$ cat config.mk
export PLATFORM = sky130hd
export DESIGN_NAME = cr16Execute
export DESIGN_NICKNAME = d
export VERILOG_FILES = /design/src/common/cr16Pkg.sv /design/src/alu/alu.sv /design/src/rtl/registerFile.sv /design/src/rtl/instructionControl.sv /design/src/rtl/cr16Execute.sv
export SDC_FILE = /design/constraint.sdc
export NUM_CORES = 1
export LEC_CHECK = 0
export BUFFER_PORTS_ARGS = -buffer_cell sky130_fd_sc_hd__buf_4
export CAP_MARGIN = 5
export CORE_UTILIZATION = 40
export CTS_CLUSTER_DIAMETER = 120
export DETAILED_ROUTE_END_ITERATION = 8
export HOLD_SLACK_MARGIN = 0.15
export SYNTH_ARGS = -nofsm -noshare
export SYNTH_HDL_FRONTEND = slang
export SYNTH_SLANG_ARGS = --single-unit
$ cat constraint.sdc
create_clock -name clk -period 15.84 [get_ports clk]
set_clock_uncertainty 0.15 [all_clocks]
set_input_delay 0.792 -clock clk [delete_from_list [all_inputs] [get_ports clk]]
set_output_delay 0.792 -clock clk [all_outputs]
set_load 0.1 [all_outputs]
$ cat src/common/cr16Pkg.sv
`default_nettype none

package cr16Pkg;

	////////////////////////////////////////////////////////////////////////////
	// Data and field types
	////////////////////////////////////////////////////////////////////////////

	// Data word held in registers and moved through the datapath
	typedef logic [15:0] word_t;

	// Register number, sixteen registers
	typedef logic [3:0] regIndex_t;

	// Major opcode in the upper nibble, extension in the lower nibble
	typedef logic [7:0] opcode_t;

	// Processor status flags
	typedef logic [4:0] flags_t;

	// Major, destination, extension, source or low immediate
	typedef logic [15:0] instr_t;

	////////////////////////////////////////////////////////////////////////////
	// Flag bit positions
	////////////////////////////////////////////////////////////////////////////

	localparam int flagNegative = 0;
	localparam int flagLow      = 1;
	localparam int flagOverflow = 2;
	localparam int flagCarry    = 3;
	localparam int flagZero     = 4;

	////////////////////////////////////////////////////////////////////////////
	// Opcode encodings
	////////////////////////////////////////////////////////////////////////////

	// Major nibble values; any other major is an immediate form
	localparam logic [3:0] opNormal = 4'b0000;
	localparam logic [3:0] opShift  = 4'b1000;

	// Register and immediate forms
	localparam logic [3:0] extAdd  = 4'b0101;
	localparam logic [3:0] extAddu = 4'b0110;
	localparam logic [3:0] extSub  = 4'b1001;
	localparam logic [3:0] extCmp  = 4'b1011;
	localparam logic [3:0] extAnd  = 4'b0001;
	localparam logic [3:0] extOr   = 4'b0010;
	localparam logic [3:0] extXor  = 4'b0011;

	// Shift forms, only meaningful under opShift
	localparam logic [3:0] extLsh  = 4'b0100;
	localparam logic [3:0] extRsh  = 4'b1100;
	localparam logic [3:0] extLshi = 4'b0000;
	localparam logic [3:0] extRshi = 4'b0001;
	localparam logic [3:0] extAlsh = 4'b0110;
	localparam logic [3:0] extArsh = 4'b1110;

endpackage

`default_nettype wire

$ cat src/alu/alu.sv
`default_nettype none

module alu
(
	input  wire cr16Pkg::word_t   a,
	input  wire cr16Pkg::word_t   b,
	input  wire logic [3:0]       immLow,
	input  wire cr16Pkg::opcode_t opcode,
	output cr16Pkg::word_t        aluResult,
	output cr16Pkg::flags_t       aluFlags,
	output logic                  opLegal
);

	logic [3:0]      major;
	logic [3:0]      ext;
	cr16Pkg::word_t  immWord;

	// Operation code and second operand after form decode
	logic [3:0]      arithOp;
	cr16Pkg::word_t  operand;
	logic            isShift;
	logic            isImm;

	logic [16:0]     addSum;
	cr16Pkg::word_t  subDiff;
	logic            addOverflow;
	logic            subOverflow;
	logic            lessThan;

	assign major = opcode[7:4];
	assign ext = opcode[3:0];

	// Eight-bit immediate, zero extended
	assign immWord = {8'h00, ext, immLow};

	////////////////////////////////////////////////////////////////////////////
	// Form decode
	////////////////////////////////////////////////////////////////////////////

	always_comb
	begin
		isShift = 1'b0;
		isImm = 1'b0;
		arithOp = ext;
		operand = b;
		if (major == cr16Pkg::opShift)
			isShift = 1'b1;
		else if (major != cr16Pkg::opNormal)
		begin
			// Immediate form names its operation with the major nibble
			isImm = 1'b1;
			arithOp = major;
			operand = immWord;
		end
	end

	// Shared adder and subtractor
	assign addSum = {1'b0, a} + {1'b0, operand};
	assign subDiff = a - operand;

	// Signed overflow from the operand actually used
	assign addOverflow = (a[15] == operand[15]) && (addSum[15] != a[15]);
	assign subOverflow = (a[15] != operand[15]) && (subDiff[15] != a[15]);
	assign lessThan = $signed(a) < $signed(operand);

	////////////////////////////////////////////////////////////////////////////
	// Operation select and flags
	////////////////////////////////////////////////////////////////////////////

	always_comb
	begin
		aluResult = '0;
		aluFlags = '0;
		opLegal = 1'b0;

		if (isShift)
		begin
			// Flags stay clear for every shift
			opLegal = 1'b1;
			case (ext)
				cr16Pkg::extLsh, cr16Pkg::extAlsh:
					aluResult = a << b;
				cr16Pkg::extRsh:
					aluResult = a >> b;
				cr16Pkg::extArsh:
					aluResult = $signed(a) >>> b;
				cr16Pkg::extLshi:
					aluResult = b << 1;
				cr16Pkg::extRshi:
					aluResult = b >> 1;
				default:
					opLegal = 1'b0;
			endcase
		end
		else
		begin
			opLegal = 1'b1;
			case (arithOp)
				cr16Pkg::extAdd:
				begin
					aluResult = addSum[15:0];
					aluFlags[cr16Pkg::flagOverflow] = addOverflow;
				end
				cr16Pkg::extAddu:
				begin
					aluResult = addSum[15:0];
					aluFlags[cr16Pkg::flagCarry] = addSum[16];
				end
				cr16Pkg::extSub:
				begin
					aluResult = subDiff;
					aluFlags[cr16Pkg::flagOverflow] = subOverflow;
				end
				cr16Pkg::extCmp:
				begin
					// Result stays zero, only low and negative report
					aluFlags[cr16Pkg::flagLow] = lessThan;
					aluFlags[cr16Pkg::flagNegative] = lessThan;
				end
				cr16Pkg::extAnd:
					aluResult = a & operand;
				cr16Pkg::extOr:
					aluResult = a | operand;
				cr16Pkg::extXor:
					aluResult = a ^ operand;
				default:
					opLegal = 1'b0;
			endcase

			// Logic ops have no immediate form
			if (isImm && arithOp != cr16Pkg::extAdd && arithOp != cr16Pkg::extAddu
				&& arithOp != cr16Pkg::extSub && arithOp != cr16Pkg::extCmp)
				opLegal = 1'b0;

			if (opLegal && arithOp != cr16Pkg::extCmp)
				aluFlags[cr16Pkg::flagZero] = (aluResult == '0);
		end

		// Undefined opcodes leave nothing behind
		if (!opLegal)
		begin
			aluResult = '0;
			aluFlags = '0;
		end
	end

endmodule

`default_nettype wire

$ cat src/rtl/registerFile.sv
`default_nettype none

module registerFile
(
	input  wire                     clk,
	input  wire                     reset,

	// Read ports
	input  wire cr16Pkg::regIndex_t readAddrA,
	input  wire cr16Pkg::regIndex_t readAddrB,
	output cr16Pkg::word_t          readDataA,
	output cr16Pkg::word_t          readDataB,

	// Write port
	input  wire cr16Pkg::regIndex_t writeAddr,
	input  wire cr16Pkg::word_t     writeData,
	input  wire                     writeEnable
);

	cr16Pkg::word_t regs [16];

	// Combinational reads see a write from the previous edge
	assign readDataA = regs[readAddrA];
	assign readDataB = regs[readAddrB];

	always_ff @(posedge clk)
	begin
		if (reset)
		begin
			for (int i = 0; i < 16; i++)
			begin
				regs[i] <= '0;
			end
		end
		else if (writeEnable)
		begin
			regs[writeAddr] <= writeData;
		end
	end

endmodule

`default_nettype wire

$ cat src/rtl/instructionControl.sv
`default_nettype none

module instructionControl
(
	input  wire                     clk,
	input  wire                     reset,
	input  wire cr16Pkg::instr_t    instr,
	input  wire                     instrValid,

	// Operand fetch and decode
	output cr16Pkg::regIndex_t      readAddrA,
	output cr16Pkg::regIndex_t      readAddrB,
	output cr16Pkg::opcode_t        opcode,
	output logic [3:0]              immLow,

	// From the ALU
	input  wire cr16Pkg::word_t     aluResult,
	input  wire cr16Pkg::flags_t    aluFlags,
	input  wire                     opLegal,

	// Writeback
	output cr16Pkg::regIndex_t      writeAddr,
	output cr16Pkg::word_t          writeData,
	output logic                    writeEnable,

	// Visible state
	output cr16Pkg::word_t          result,
	output cr16Pkg::flags_t         flags,
	output logic                    resultValid,
	output logic                    illegalOp
);

	logic [3:0]  major;
	logic [3:0]  ext;
	logic        isCompare;
	logic        accept;

	////////////////////////////////////////////////////////////////////////////
	// Field split
	////////////////////////////////////////////////////////////////////////////

	assign major = instr[15:12];
	assign ext = instr[7:4];

	// Destination doubles as first operand
	assign readAddrA = instr[11:8];
	assign readAddrB = instr[3:0];
	assign immLow = instr[3:0];
	assign opcode = {major, ext};

	// Compare in register or immediate form
	assign isCompare = (major == cr16Pkg::opNormal && ext == cr16Pkg::extCmp)
		|| (major == cr16Pkg::extCmp);

	assign accept = instrValid && opLegal;

	// Writeback lands at the strobe edge
	assign writeAddr = instr[11:8];
	assign writeData = aluResult;
	assign writeEnable = accept && !isCompare;

	////////////////////////////////////////////////////////////////////////////
	// Status register and visible result
	////////////////////////////////////////////////////////////////////////////

	always_ff @(posedge clk)
	begin
		if (reset)
		begin
			flags <= '0;
			result <= '0;
		end
		else if (accept)
		begin
			flags <= aluFlags;
			result <= aluResult;
		end
	end

	// Completion and illegal pulses, one cycle after the strobe
	always_ff @(posedge clk)
	begin
		if (reset)
		begin
			resultValid <= 1'b0;
			illegalOp <= 1'b0;
		end
		else
		begin
			resultValid <= accept;
			illegalOp <= instrValid && !opLegal;
		end
	end

endmodule

`default_nettype wire

$ cat src/rtl/cr16Execute.sv
`default_nettype none

module cr16Execute
(
	input  wire                  clk,
	input  wire                  reset,
	input  wire cr16Pkg::instr_t instr,
	input  wire                  instrValid,
	output cr16Pkg::word_t       result,
	output cr16Pkg::flags_t      flags,
	output logic                 resultValid,
	output logic                 illegalOp
);

	cr16Pkg::regIndex_t readAddrA;
	cr16Pkg::regIndex_t readAddrB;
	cr16Pkg::word_t     readDataA;
	cr16Pkg::word_t     readDataB;
	cr16Pkg::regIndex_t writeAddr;
	cr16Pkg::word_t     writeData;
	logic               writeEnable;

	cr16Pkg::opcode_t   opcode;
	logic [3:0]         immLow;
	cr16Pkg::word_t     aluResult;
	cr16Pkg::flags_t    aluFlags;
	logic               opLegal;

	// Decode, writeback steering and status
	instructionControl control
	(
		.clk         (clk),
		.reset       (reset),
		.instr       (instr),
		.instrValid  (instrValid),
		.readAddrA   (readAddrA),
		.readAddrB   (readAddrB),
		.opcode      (opcode),
		.immLow      (immLow),
		.aluResult   (aluResult),
		.aluFlags    (aluFlags),
		.opLegal     (opLegal),
		.writeAddr   (writeAddr),
		.writeData   (writeData),
		.writeEnable (writeEnable),
		.result      (result),
		.flags       (flags),
		.resultValid (resultValid),
		.illegalOp   (illegalOp)
	);

	registerFile regFile
	(
		.clk         (clk),
		.reset       (reset),
		.readAddrA   (readAddrA),
		.readAddrB   (readAddrB),
		.readDataA   (readDataA),
		.readDataB   (readDataB),
		.writeAddr   (writeAddr),
		.writeData   (writeData),
		.writeEnable (writeEnable)
	);

	alu execUnit
	(
		.a         (readDataA),
		.b         (readDataB),
		.immLow    (immLow),
		.opcode    (opcode),
		.aluResult (aluResult),
		.aluFlags  (aluFlags),
		.opLegal   (opLegal)
	);

endmodule

`default_nettype wire

==> flow_metrics.env, run 1 <==
export IMPL_worstSetupStartpointType="input port"
export IMPL_synth_edf_count=256
export IMPL_wl_per_cell_um=29.2
export IMPL_reg2reg_slack_ps=9350
export IMPL_post_cts_buffers=0
export IMPL_hold_path_class="flop to flop"
export IMPL_fin_nets=1890
export IMPL_die_w_um=224
export IMPL_worstPathMaxFanout=37
export IMPL_syn_inst=1849
export IMPL_whs_endpoint="control.flags[3]"
export IMPL_cts_resized=0
export IMPL_ios=42
export IMPL_vias=16375
export IMPL_critPathSlowestCell="a21oi_2"
export IMPL_crit_chain="buf_4, buf_4, mux4_2, a22o_1, a221oi_2, inv_1, ha_1, nor2b_1, o21a_1, o21ai_0, a21oi_1, a21boi_0, o2111ai_1, a221oi_1, nor2_1, a21oi_2, nor2_1"
export IMPL_grt_overflow=0
export IMPL_core_area_um2=48100
export IMPL_yosys_cell_types_count=103
export IMPL_cp_top_family="compound AO/OA/AOI/OAI gates"
export IMPL_max_stage_delay_ps=820
export IMPL_rows=80
export IMPL_grt_max_degree=54
export IMPL_status="finished clean"
export IMPL_cts_sinks=278
export IMPL_yosysTopAreaCell="edfxtp_1"
export IMPL_end_kind="flop"
export IMPL_root_buffer="clkbuf_16"
export IMPL_clock_latency_ps=610
export IMPL_synth_nets=1918
export IMPL_clockBufferDepth=3
export IMPL_setup_viol=0
export IMPL_synth_top_cell_area_share_pct=39.1
export IMPL_die_h_um=224
export IMPL_critPathArrivalTime_ps=7390
export IMPL_hold_start="control.flags[3]"
export IMPL_holdBufCountCts=0
export IMPL_vias_per_cell=6.56
export IMPL_min_path_cells=2
export IMPL_drv_slew=0
export IMPL_grt_pass1_vias=15822
export IMPL_detail_route_antenna_nets=0
export IMPL_wl_um=73000
export IMPL_rsz0062_at_grt="no"
export IMPL_pre_cts_slack_ps=8190
export IMPL_cts_tree="done"
export IMPL_post_place_cells=2445
export IMPL_finalCritPeriodShare_pct=45.7
export IMPL_worstMarginPinSlew_ps=1320
export IMPL_start_util_pct=40.9
export IMPL_grt_use_total_pct=29.0
export IMPL_cts_clk_slew_worst_paths_ps=70
export IMPL_avgSynthCellArea_um2=10.6
export IMPL_final_hold_violation_count=0
export IMPL_setup_tns_final_ps=0
export IMPL_maxCapViolations=0
export IMPL_p_per_area_nw_per_um2=96.1
export IMPL_route_detailed_drc=0
export IMPL_fin_crit_ps=7240
export IMPL_ys_flop_type="edfxtp_1"
export IMPL_antenna_found_initial=1
export IMPL_synth_area_top_cells="edfxtp_1 39%, mux4_2 13%, nor2_1 6.7%"
export IMPL_synth_warnings=0
export IMPL_stdcell_count=2498
export IMPL_cp_required_ps=15990
export IMPL_timing_fmax_ghz=0.138
export IMPL_async_reset_ff_share_pct=0
export IMPL_cts_htree_levels=1
export IMPL_hpwl_um=50700
export IMPL_worstRegToRegCells=15
export IMPL_slew_headroom_pct=11.5
export IMPL_critPathKind="input port to flop"
export IMPL_reg2reg_from="regFile.regs[6][4]"
export IMPL_cellLeakagePower_uw=0.00739
export IMPL_gp_congestion=0.997
export IMPL_ir_drop_v=0.000102
export IMPL_synth_area_um2=19700
export IMPL_io_buffers=41
export IMPL_post_route_worst_setup_slack_ps=8600
export IMPL_first_iter_violations=2321
export IMPL_syn_to_final_growth_pct=8.07
export IMPL_grt_pass1_wl_um=107000
export IMPL_worst_r2r_endpoint="regFile.regs[8][9]"
export IMPL_drtPass1Iterations=8
export IMPL_drive_above_1_share_pct=17.5
export IMPL_path_buf_inv=3
export IMPL_ys_seq_elements=278
export IMPL_die_area_um2=50100
export IMPL_cts_buffers=30
export IMPL_yosysSeqAreaShare_pct=41.3
## Yosys cell counts, drive strengths merged (9+ instances only)
master,count
nor3,35
dfxtp,22
nor4,16
mux4,127
o22ai,21
nand4,15
ha,48
nor2,363
or2,9
a211oi,18
edfxtp,256
o21ai,73
mux2i,60
a21oi,104
a22oi,37
nand2b,30
a31oi,17
o21a,13
o221ai,10
mux2,11
inv,55
nand3b,10
clkbuf,72
nor2b,14
o211ai,18
buf,71
a22o,21
and2,9
or3,10
nand3,32
nand2,127
## area by class of cell
type	count	area, um2
fillers	4577	26900
well taps	656	821
inverters	56	210
clock inverters	16	121
flip-flops and latches	278	8130
diodes	1	2.50
multi-input cells	1372	10600
repair buffers	83	623
clock buffers	36	773
## kinds of logic (layout without fill, tap and decap cells)
logic type	Yosys count	in the layout	synth area share (%)
other	0	1	0
AOI/OAI and AO/OA	421	421	15.3
muxes	198	198	18.5
adders and majority gates	50	50	3.26
buffers and inverters	199	191	4.93
xor gates and xnor gates	5	5	0.223
and+or+nand+nor	698	698	16.5
DFF	278	278	41.3
## tightest hold or removal path, stage by stage, from the launching register on
cell	delay, ps
dfxtp_1	310
nand2_1	50
a21oi_1	50
## how the worst max path moves through the flow
stage	start	endpoint	slack [ps]	depth (start not counted)
global route	instr[0]	regFile.regs[10][12]	8260	17
CTS	instr[0]	regFile.regs[8][12]	8800	17
finish	instr[8]	regFile.regs[8][9]	8600	17
global placement	instr[0]	regFile.regs[9][12]	8340	21
detailed placement	instr[8]	regFile.regs[2][9]	8190	17
floorplan	instr[0]	regFile.regs[0][12]	9890	23
## state kept, by name, indices dropped and copies added, names as in the netlist
register             count
regFile.regs           256
control.result          16
control.flags            4
control.illegalOp        1
control.resultValid      1
## cell usage in the layout, fill, tap and decap left out, types with 15 or more instances in the layout
| cell | n |
|---|---|
| o21ai_0 | 65 |
| a22oi_1 | 33 |
| nand2b_1 | 30 |
| nand3_1 | 30 |
| o211ai_1 | 18 |
| a31oi_1 | 15 |
| edfxtp_1 | 256 |
| o22ai_1 | 20 |
| mux4_2 | 113 |
| nor3_1 | 34 |
| nand2_1 | 125 |
| clkbuf_16 | 30 |
| buf_4 | 83 |
| mux2i_1 | 60 |
| inv_1 | 54 |
| dfxtp_1 | 22 |
| a21oi_1 | 98 |
| nor2_1 | 351 |
| ha_1 | 48 |
| a22o_1 | 21 |
## routing by layer
| metal | GRT usage (%) | share of wire, % |
|---|---|---|
| met5 | 0 | 0 |
| met4 | 14.0 | 5.4 |
| met3 | 5.18 | 9.4 |
| met2 | 46.1 | 46 |
| met1 | 38.5 | 39 |
## report_power, final
group          internal (uW)  switching, uW
Sequential               827           14.0
Clock                    350            308
Combinational            174            371
Total                   1350            693
## stage by stage
stage,power (uW),hold WS (ps),util [%],cell area (um2)
global route,2100,325,44.2,21300
detailed placement,1380,298,42.3,20400
finish,2040,304,44.2,21300
floorplan,1220,733,-,19700
global placement,1380,296,42.3,20400
CTS,2040,307,44.2,21300
No activity file was read; power rests on OpenSTA's default activity.
==> inputs of run 2 (changes only) <==
clock period = 5.82 ns   (was 15.84 ns; I/O delays follow)
==> flow_metrics.env, run 2 (synthesis gave the netlist of run 1 again) <==
export IMPL_drv_slew=0
export IMPL_root_buffer="clkbuf_16"
export IMPL_fin_nets=1989
export IMPL_end_kind="flop"
export IMPL_die_area_um2=50100
export IMPL_cts_clk_slew_worst_paths_ps=70
export IMPL_ir_drop_v=0.000231
export IMPL_largest_reg_flops=256
export IMPL_cts_tree="done"
export IMPL_gp_congestion=1.01
export IMPL_cts_sinks=278
export IMPL_diodes=0
export IMPL_io_buffers=41
export IMPL_hpwl_um=54300
export IMPL_cp_required_ps=6000
export IMPL_cts_htree_levels=1
export IMPL_die_h_um=224
export IMPL_clock_latency_ps=590
export IMPL_drive_above_1_share_pct=21.8
export IMPL_ios=42
export IMPL_rsz0062_at_grt="no"
export IMPL_maxCapViolations=0
export IMPL_antenna_found_initial=0
export IMPL_regMostFlops="regFile.regs"
export IMPL_rows=80
export IMPL_grt_use_total_pct=29.8
export IMPL_syn_to_final_growth_pct=13.2
export IMPL_setup_viol=0
export IMPL_grt_pass1_wl_um=109000
export IMPL_layout_commonest_cell="nor2_1"
export IMPL_clockBufferDepth=3
export IMPL_die_w_um=224
export IMPL_layout_common_cells="351 x nor2_1, 256 x edfxtp_1, 168 x buf_4"
export IMPL_core_area_um2=48100
export IMPL_cellLeakagePower_uw=0.00799
export IMPL_post_cts_buffers=0
export IMPL_grt_pass1_vias=16307
export IMPL_setup_tns_final_ps=0
export IMPL_p_per_area_nw_per_um2=265
export IMPL_grt_max_degree=40
export IMPL_hold_path_class="input port to flop"
export IMPL_first_iter_violations=2300
export IMPL_worstMarginPinSlew_ps=1220
export IMPL_timing_fmax_ghz=0.187
export IMPL_pre_cts_slack_ps=264
export IMPL_power_total_uw=5910
export IMPL_critPathKind="flop to flop"
export IMPL_finalCritPeriodShare_pct=91.9
export IMPL_start_util_pct=40.9
export IMPL_finalCoreUtilization_pct=46.3
export IMPL_reg_top3="regFile.regs (256), control.result (16), control.flags (4)"
export IMPL_wl_per_cell_um=28.9
export IMPL_wl_um=75200
export IMPL_drtPass1Iterations=6
export IMPL_fin_crit_ps=5350
export IMPL_grt_overflow=0
export IMPL_vias=16840
export IMPL_slew_headroom_pct=18.5
export IMPL_worstPathMaxFanout=16
export IMPL_final_hold_violation_count=0
export IMPL_cts_buffers=31
export IMPL_status="finished clean"
export IMPL_worstSetupStartpointType="flop"
export IMPL_route_detailed_drc=0
export IMPL_vias_per_cell=6.48
export IMPL_post_route_worst_setup_slack_ps=473
export IMPL_detail_route_antenna_nets=0
export IMPL_critPathArrivalTime_ps=5530
-- run 2: metrics by stage --
step	cell area [um2]	hold WS, ps	cells
after floorplan	19700	289	1849
after global placement	21200	290	2540
after detailed placement	21200	305	2540
after CTS	22300	152	2600
after global routing	22300	210	2600
final	22300	226	2600
-- run 2: where the power goes --
group	switching [uW]	internal, uW	total (uW)
clock network	833	1200	2030
registers	40.0	2250	2290
logic	1030	556	1590
-- run 2: final timing paths --
path | end | slack, ps | startpoint | cells after the start
worst min-delay path | control.flags[3] | 230 | instr[7] | 5
worst max register to register | regFile.regs[4][14] | 470 | regFile.regs[1][3] | 18
worst min register to register | control.flags[3] | 310 | control.flags[3] | 2
worst max-delay path | regFile.regs[4][14] | 470 | regFile.regs[1][3] | 18
-- run 2: layout make-up --
type	count	area [um2]
Fill cell	4448	25900
Multi-Input combinational cell	1372	10600
Timing Repair Buffer	181	1490
Clock buffer	36	795
Clock inverter	21	246
Sequential cell	278	8130
Tap cell	656	821
Inverter	56	210
-- run 2: timing repair --
| item | CTS | global route |
|---|---|---|
| resized for setup | 0 | 0 |
| hold buffers | 3 | 0 |
| hold endpoints to repair | 21 | 0 |
-- run 2: critical path, stage by stage, from the launching register on --
cell and delay (ps):
edfxtp_1 400, mux4_2 460, or2_2 290, a31oi_1 390, nor2_1 140, a21boi_0 200
buf_4 150, ha_1 300, a2111oi_0 630, o31ai_1 200, buf_4 190, o41ai_1 390
buf_4 220, nor2b_1 40, nor4_1 190, a32oi_1 230, a22oi_4 240, buf_12 200
nor2_1 60
-- run 2: routing by layer --
layer / vias up / wire length [um] / GRT usage, %
met5: - / 0 / 0
met4: 0 / 4310 / 15.1
met3: 232 / 7500 / 6.74
met2: 1024 / 34400 / 48.0
met1: 8384 / 28900 / 37.7
li1: 7200 / - / -
==> inputs of run 3 (changes only) <==
ABC_AREA = 1   (was not set)
SYNTH_HIERARCHICAL = 1   (was not set)
==> flow_metrics.env, run 3 <==
export IMPL_seqCellArea_um2=8150
export IMPL_async_reset_ff_share_pct=0
export IMPL_grt_overflow=0
export IMPL_diodes=0
export IMPL_worstMarginPinSlew_ps=984
export IMPL_critPathSlowestCell="nand2_1"
export IMPL_max_stage_delay_ps=790
export IMPL_fin_nets=3214
export IMPL_yosys_cell_types_count=47
export IMPL_crit_chain="buf_4, nor2_4, nand2_2, nand2_1, nand2_1, nor2_1, nand2_1, nand2_2, inv_2, nand3_2, nand2_1, inv_2, nor2_4, inv_1, nand2_2, inv_4, nand2_1, nor2_1, nand2_2, nor3_4, nand2_2, nand2_1"
export IMPL_layout_common_cells="935 x nand2_1, 629 x nand3_1, 416 x inv_1"
export IMPL_clockBufferDepth=3
export IMPL_regMostFlops="regFile/regs"
export IMPL_drv_slew=0
export IMPL_maxCapViolations=0
export IMPL_synth_most_common_cell="nand2_1"
export IMPL_fin_crit_ps=5190
export IMPL_synth_nets=3289
export IMPL_synth_area_um2=21500
export IMPL_busiest_layer="met2"
export IMPL_first_iter_violations=3040
export IMPL_root_buffer="clkbuf_16"
export IMPL_ios=42
export IMPL_post_place_cells=3794
export IMPL_detail_route_antenna_nets=0
export IMPL_io_buffers=41
export IMPL_timing_fmax_ghz=0.193
export IMPL_final_hold_violation_count=0
export IMPL_cts_sinks=279
export IMPL_cts_clk_slew_worst_paths_ps=60
export IMPL_ir_drop_v=0.000252
export IMPL_die_h_um=234
export IMPL_worstSetupStartpointType="input port"
export IMPL_grt_use_met2_pct=51.0
export IMPL_cts_htree_levels=1
export IMPL_grt_pass1_wl_um=126000
export IMPL_core_area_um2=52800
export IMPL_largest_reg_flops=256
export IMPL_avgSynthCellArea_um2=6.68
export IMPL_status="finished with violations"
export IMPL_reg2reg_slack_ps=1030
export IMPL_synth_edf_count=256
export IMPL_cellLeakagePower_uw=0.0106
export IMPL_rows=84
export IMPL_grt_util_met3_pct=4.52
export IMPL_layout_commonest_cell="nand2_1"
export IMPL_synth_warnings=6
export IMPL_gp_congestion=0.997
export IMPL_cts_buffers=31
export IMPL_violations="DRC"
export IMPL_grt_max_degree=133
export IMPL_worstPathMaxFanout=23
export IMPL_drive_above_1_share_pct=8.34
export IMPL_hold_path_class="flop to flop"
export IMPL_finalCritPeriodShare_pct=89.2
export IMPL_met1_usage_pct=39.7
export IMPL_clock_latency_ps=610
export IMPL_die_w_um=234
export IMPL_critPathKind="input port to flop"
export IMPL_hpwl_um=60200
export IMPL_grt_pass1_vias=20528
export IMPL_stdcell_count=3854
export IMPL_setup_viol=0
export IMPL_syn_inst=3217
export IMPL_p_per_area_nw_per_um2=253
export IMPL_route_detailed_drc=2
export IMPL_cts_tree="done"
export IMPL_synth_top_cell_area_share_pct=35.8
export IMPL_crit_top_cell="nand2_1"
export IMPL_reg_top3="regFile/regs (256), control/result (16), control/flags (5)"
export IMPL_vias=21791
export IMPL_cp_required_ps=5890
export IMPL_critPathArrivalTime_ps=5260
export IMPL_rsz0062_at_grt="no"
export IMPL_yosysTopAreaCell="edfxtp_1"
export IMPL_cts_resized=0
export IMPL_slew_headroom_pct=34.3
export IMPL_fillers=5552
export IMPL_setup_tns_final_ps=0
export IMPL_wl_um=84400
export IMPL_yosysSeqAreaShare_pct=37.9
export IMPL_synthTopCellsByCount="935 x nand2_1, 629 x nand3_1, 418 x inv_1, 375 x nor2_1, 256 x edfxtp_1"
export IMPL_antenna_found_initial=1
export IMPL_multiInputGateArea_um2=10500
export IMPL_ys_seq_elements=279
export IMPL_wl_per_cell_um=21.9
export IMPL_ys_flop_type="edfxtp_1"
export IMPL_die_area_um2=54600
export IMPL_vias_per_cell=5.65
export IMPL_drtPass1Iterations=9
export IMPL_grt_use_total_pct=30.9
export IMPL_end_kind="flop"
export IMPL_start_util_pct=40.7
export IMPL_syn_to_final_growth_pct=8.78
export IMPL_synth_area_top_cells="edfxtp_1 36%, nand2_1 16%, nand3_1 15%"
run 3: critical path: cells and delay by family:
family	cells	cell delay [ps]
buffers and inverters	5	940
AND/OR/NAND/NOR	17	3960
run 3: cell type report:
cell class | count | share of cell area, %
Inverter | 429 | 6.93
Clock buffer | 32 | 3.38
Timing Repair Buffer | 124 | 4.61
Sequential cell | 279 | 34.9
Multi-Input combinational cell | 2277 | 45.1
Tap cell | 688 | 3.68
Clock inverter | 25 | 1.42
run 3: cell families (layout without fill, tap and decap cells):
family / Yosys count / after routing / share of synthesized area [%]
compound gates: 176 / 176 / 4.85
xor+xnor: 4 / 4 / 0.163
fa+ha+maj: 53 / 53 / 3.16
flops: 279 / 279 / 37.9
buf+inv: 661 / 610 / 13.0
simple gates: 2044 / 2044 / 40.9
run 3: routing by layer:
layer | vias to the layer above | wire (um)
li1 | 10086 | -
met1 | 10283 | 33000
met2 | 1204 | 39500
met3 | 218 | 7550
met4 | 0 | 4270
met5 | - | 0
run 3: through the flow:
step / area (um2) / util (%) / worst slack [ps] / total power, uW / hold slack (ps)
2_1_floorplan: 21500 / - / 1240 / 3250 / 210
3_3_place_gp: 22200 / 42.1 / 70.0 / 3720 / 315
3_5_place_dp: 22200 / 42.1 / 116 / 3720 / 321
4_1_cts: 23400 / 44.3 / 769 / 5900 / 314
5_1_grt: 23400 / 44.3 / 315 / 6130 / 340
6_report: 23400 / 44.3 / 629 / 5900 / 329
run 3: timing repair:
action / CTS / global route
hold endpoints to repair: 23 / 0
hold buffers: 3 / 0
buffers inserted: 0 / 0
run 3: final timing paths:
check,cells after the start,to,from
setup / recovery,22,regFile/regs[9][14],instr[12]
hold / removal,2,control/result[5],control/result[5]
setup reg to reg,19,regFile/regs[1][9],regFile/regs[7][7]
hold reg to reg,2,control/result[5],control/result[5]
run 3: power breakdown:
group          leakage [uW]  internal (uW)  switching (uW)  total, uW
Combinational       0.00724            378            1070       1450
Sequential          0.00282           2250            20.3       2270
Clock              0.000544           1300             881       2180
Total                0.0106           3930            1970       5900
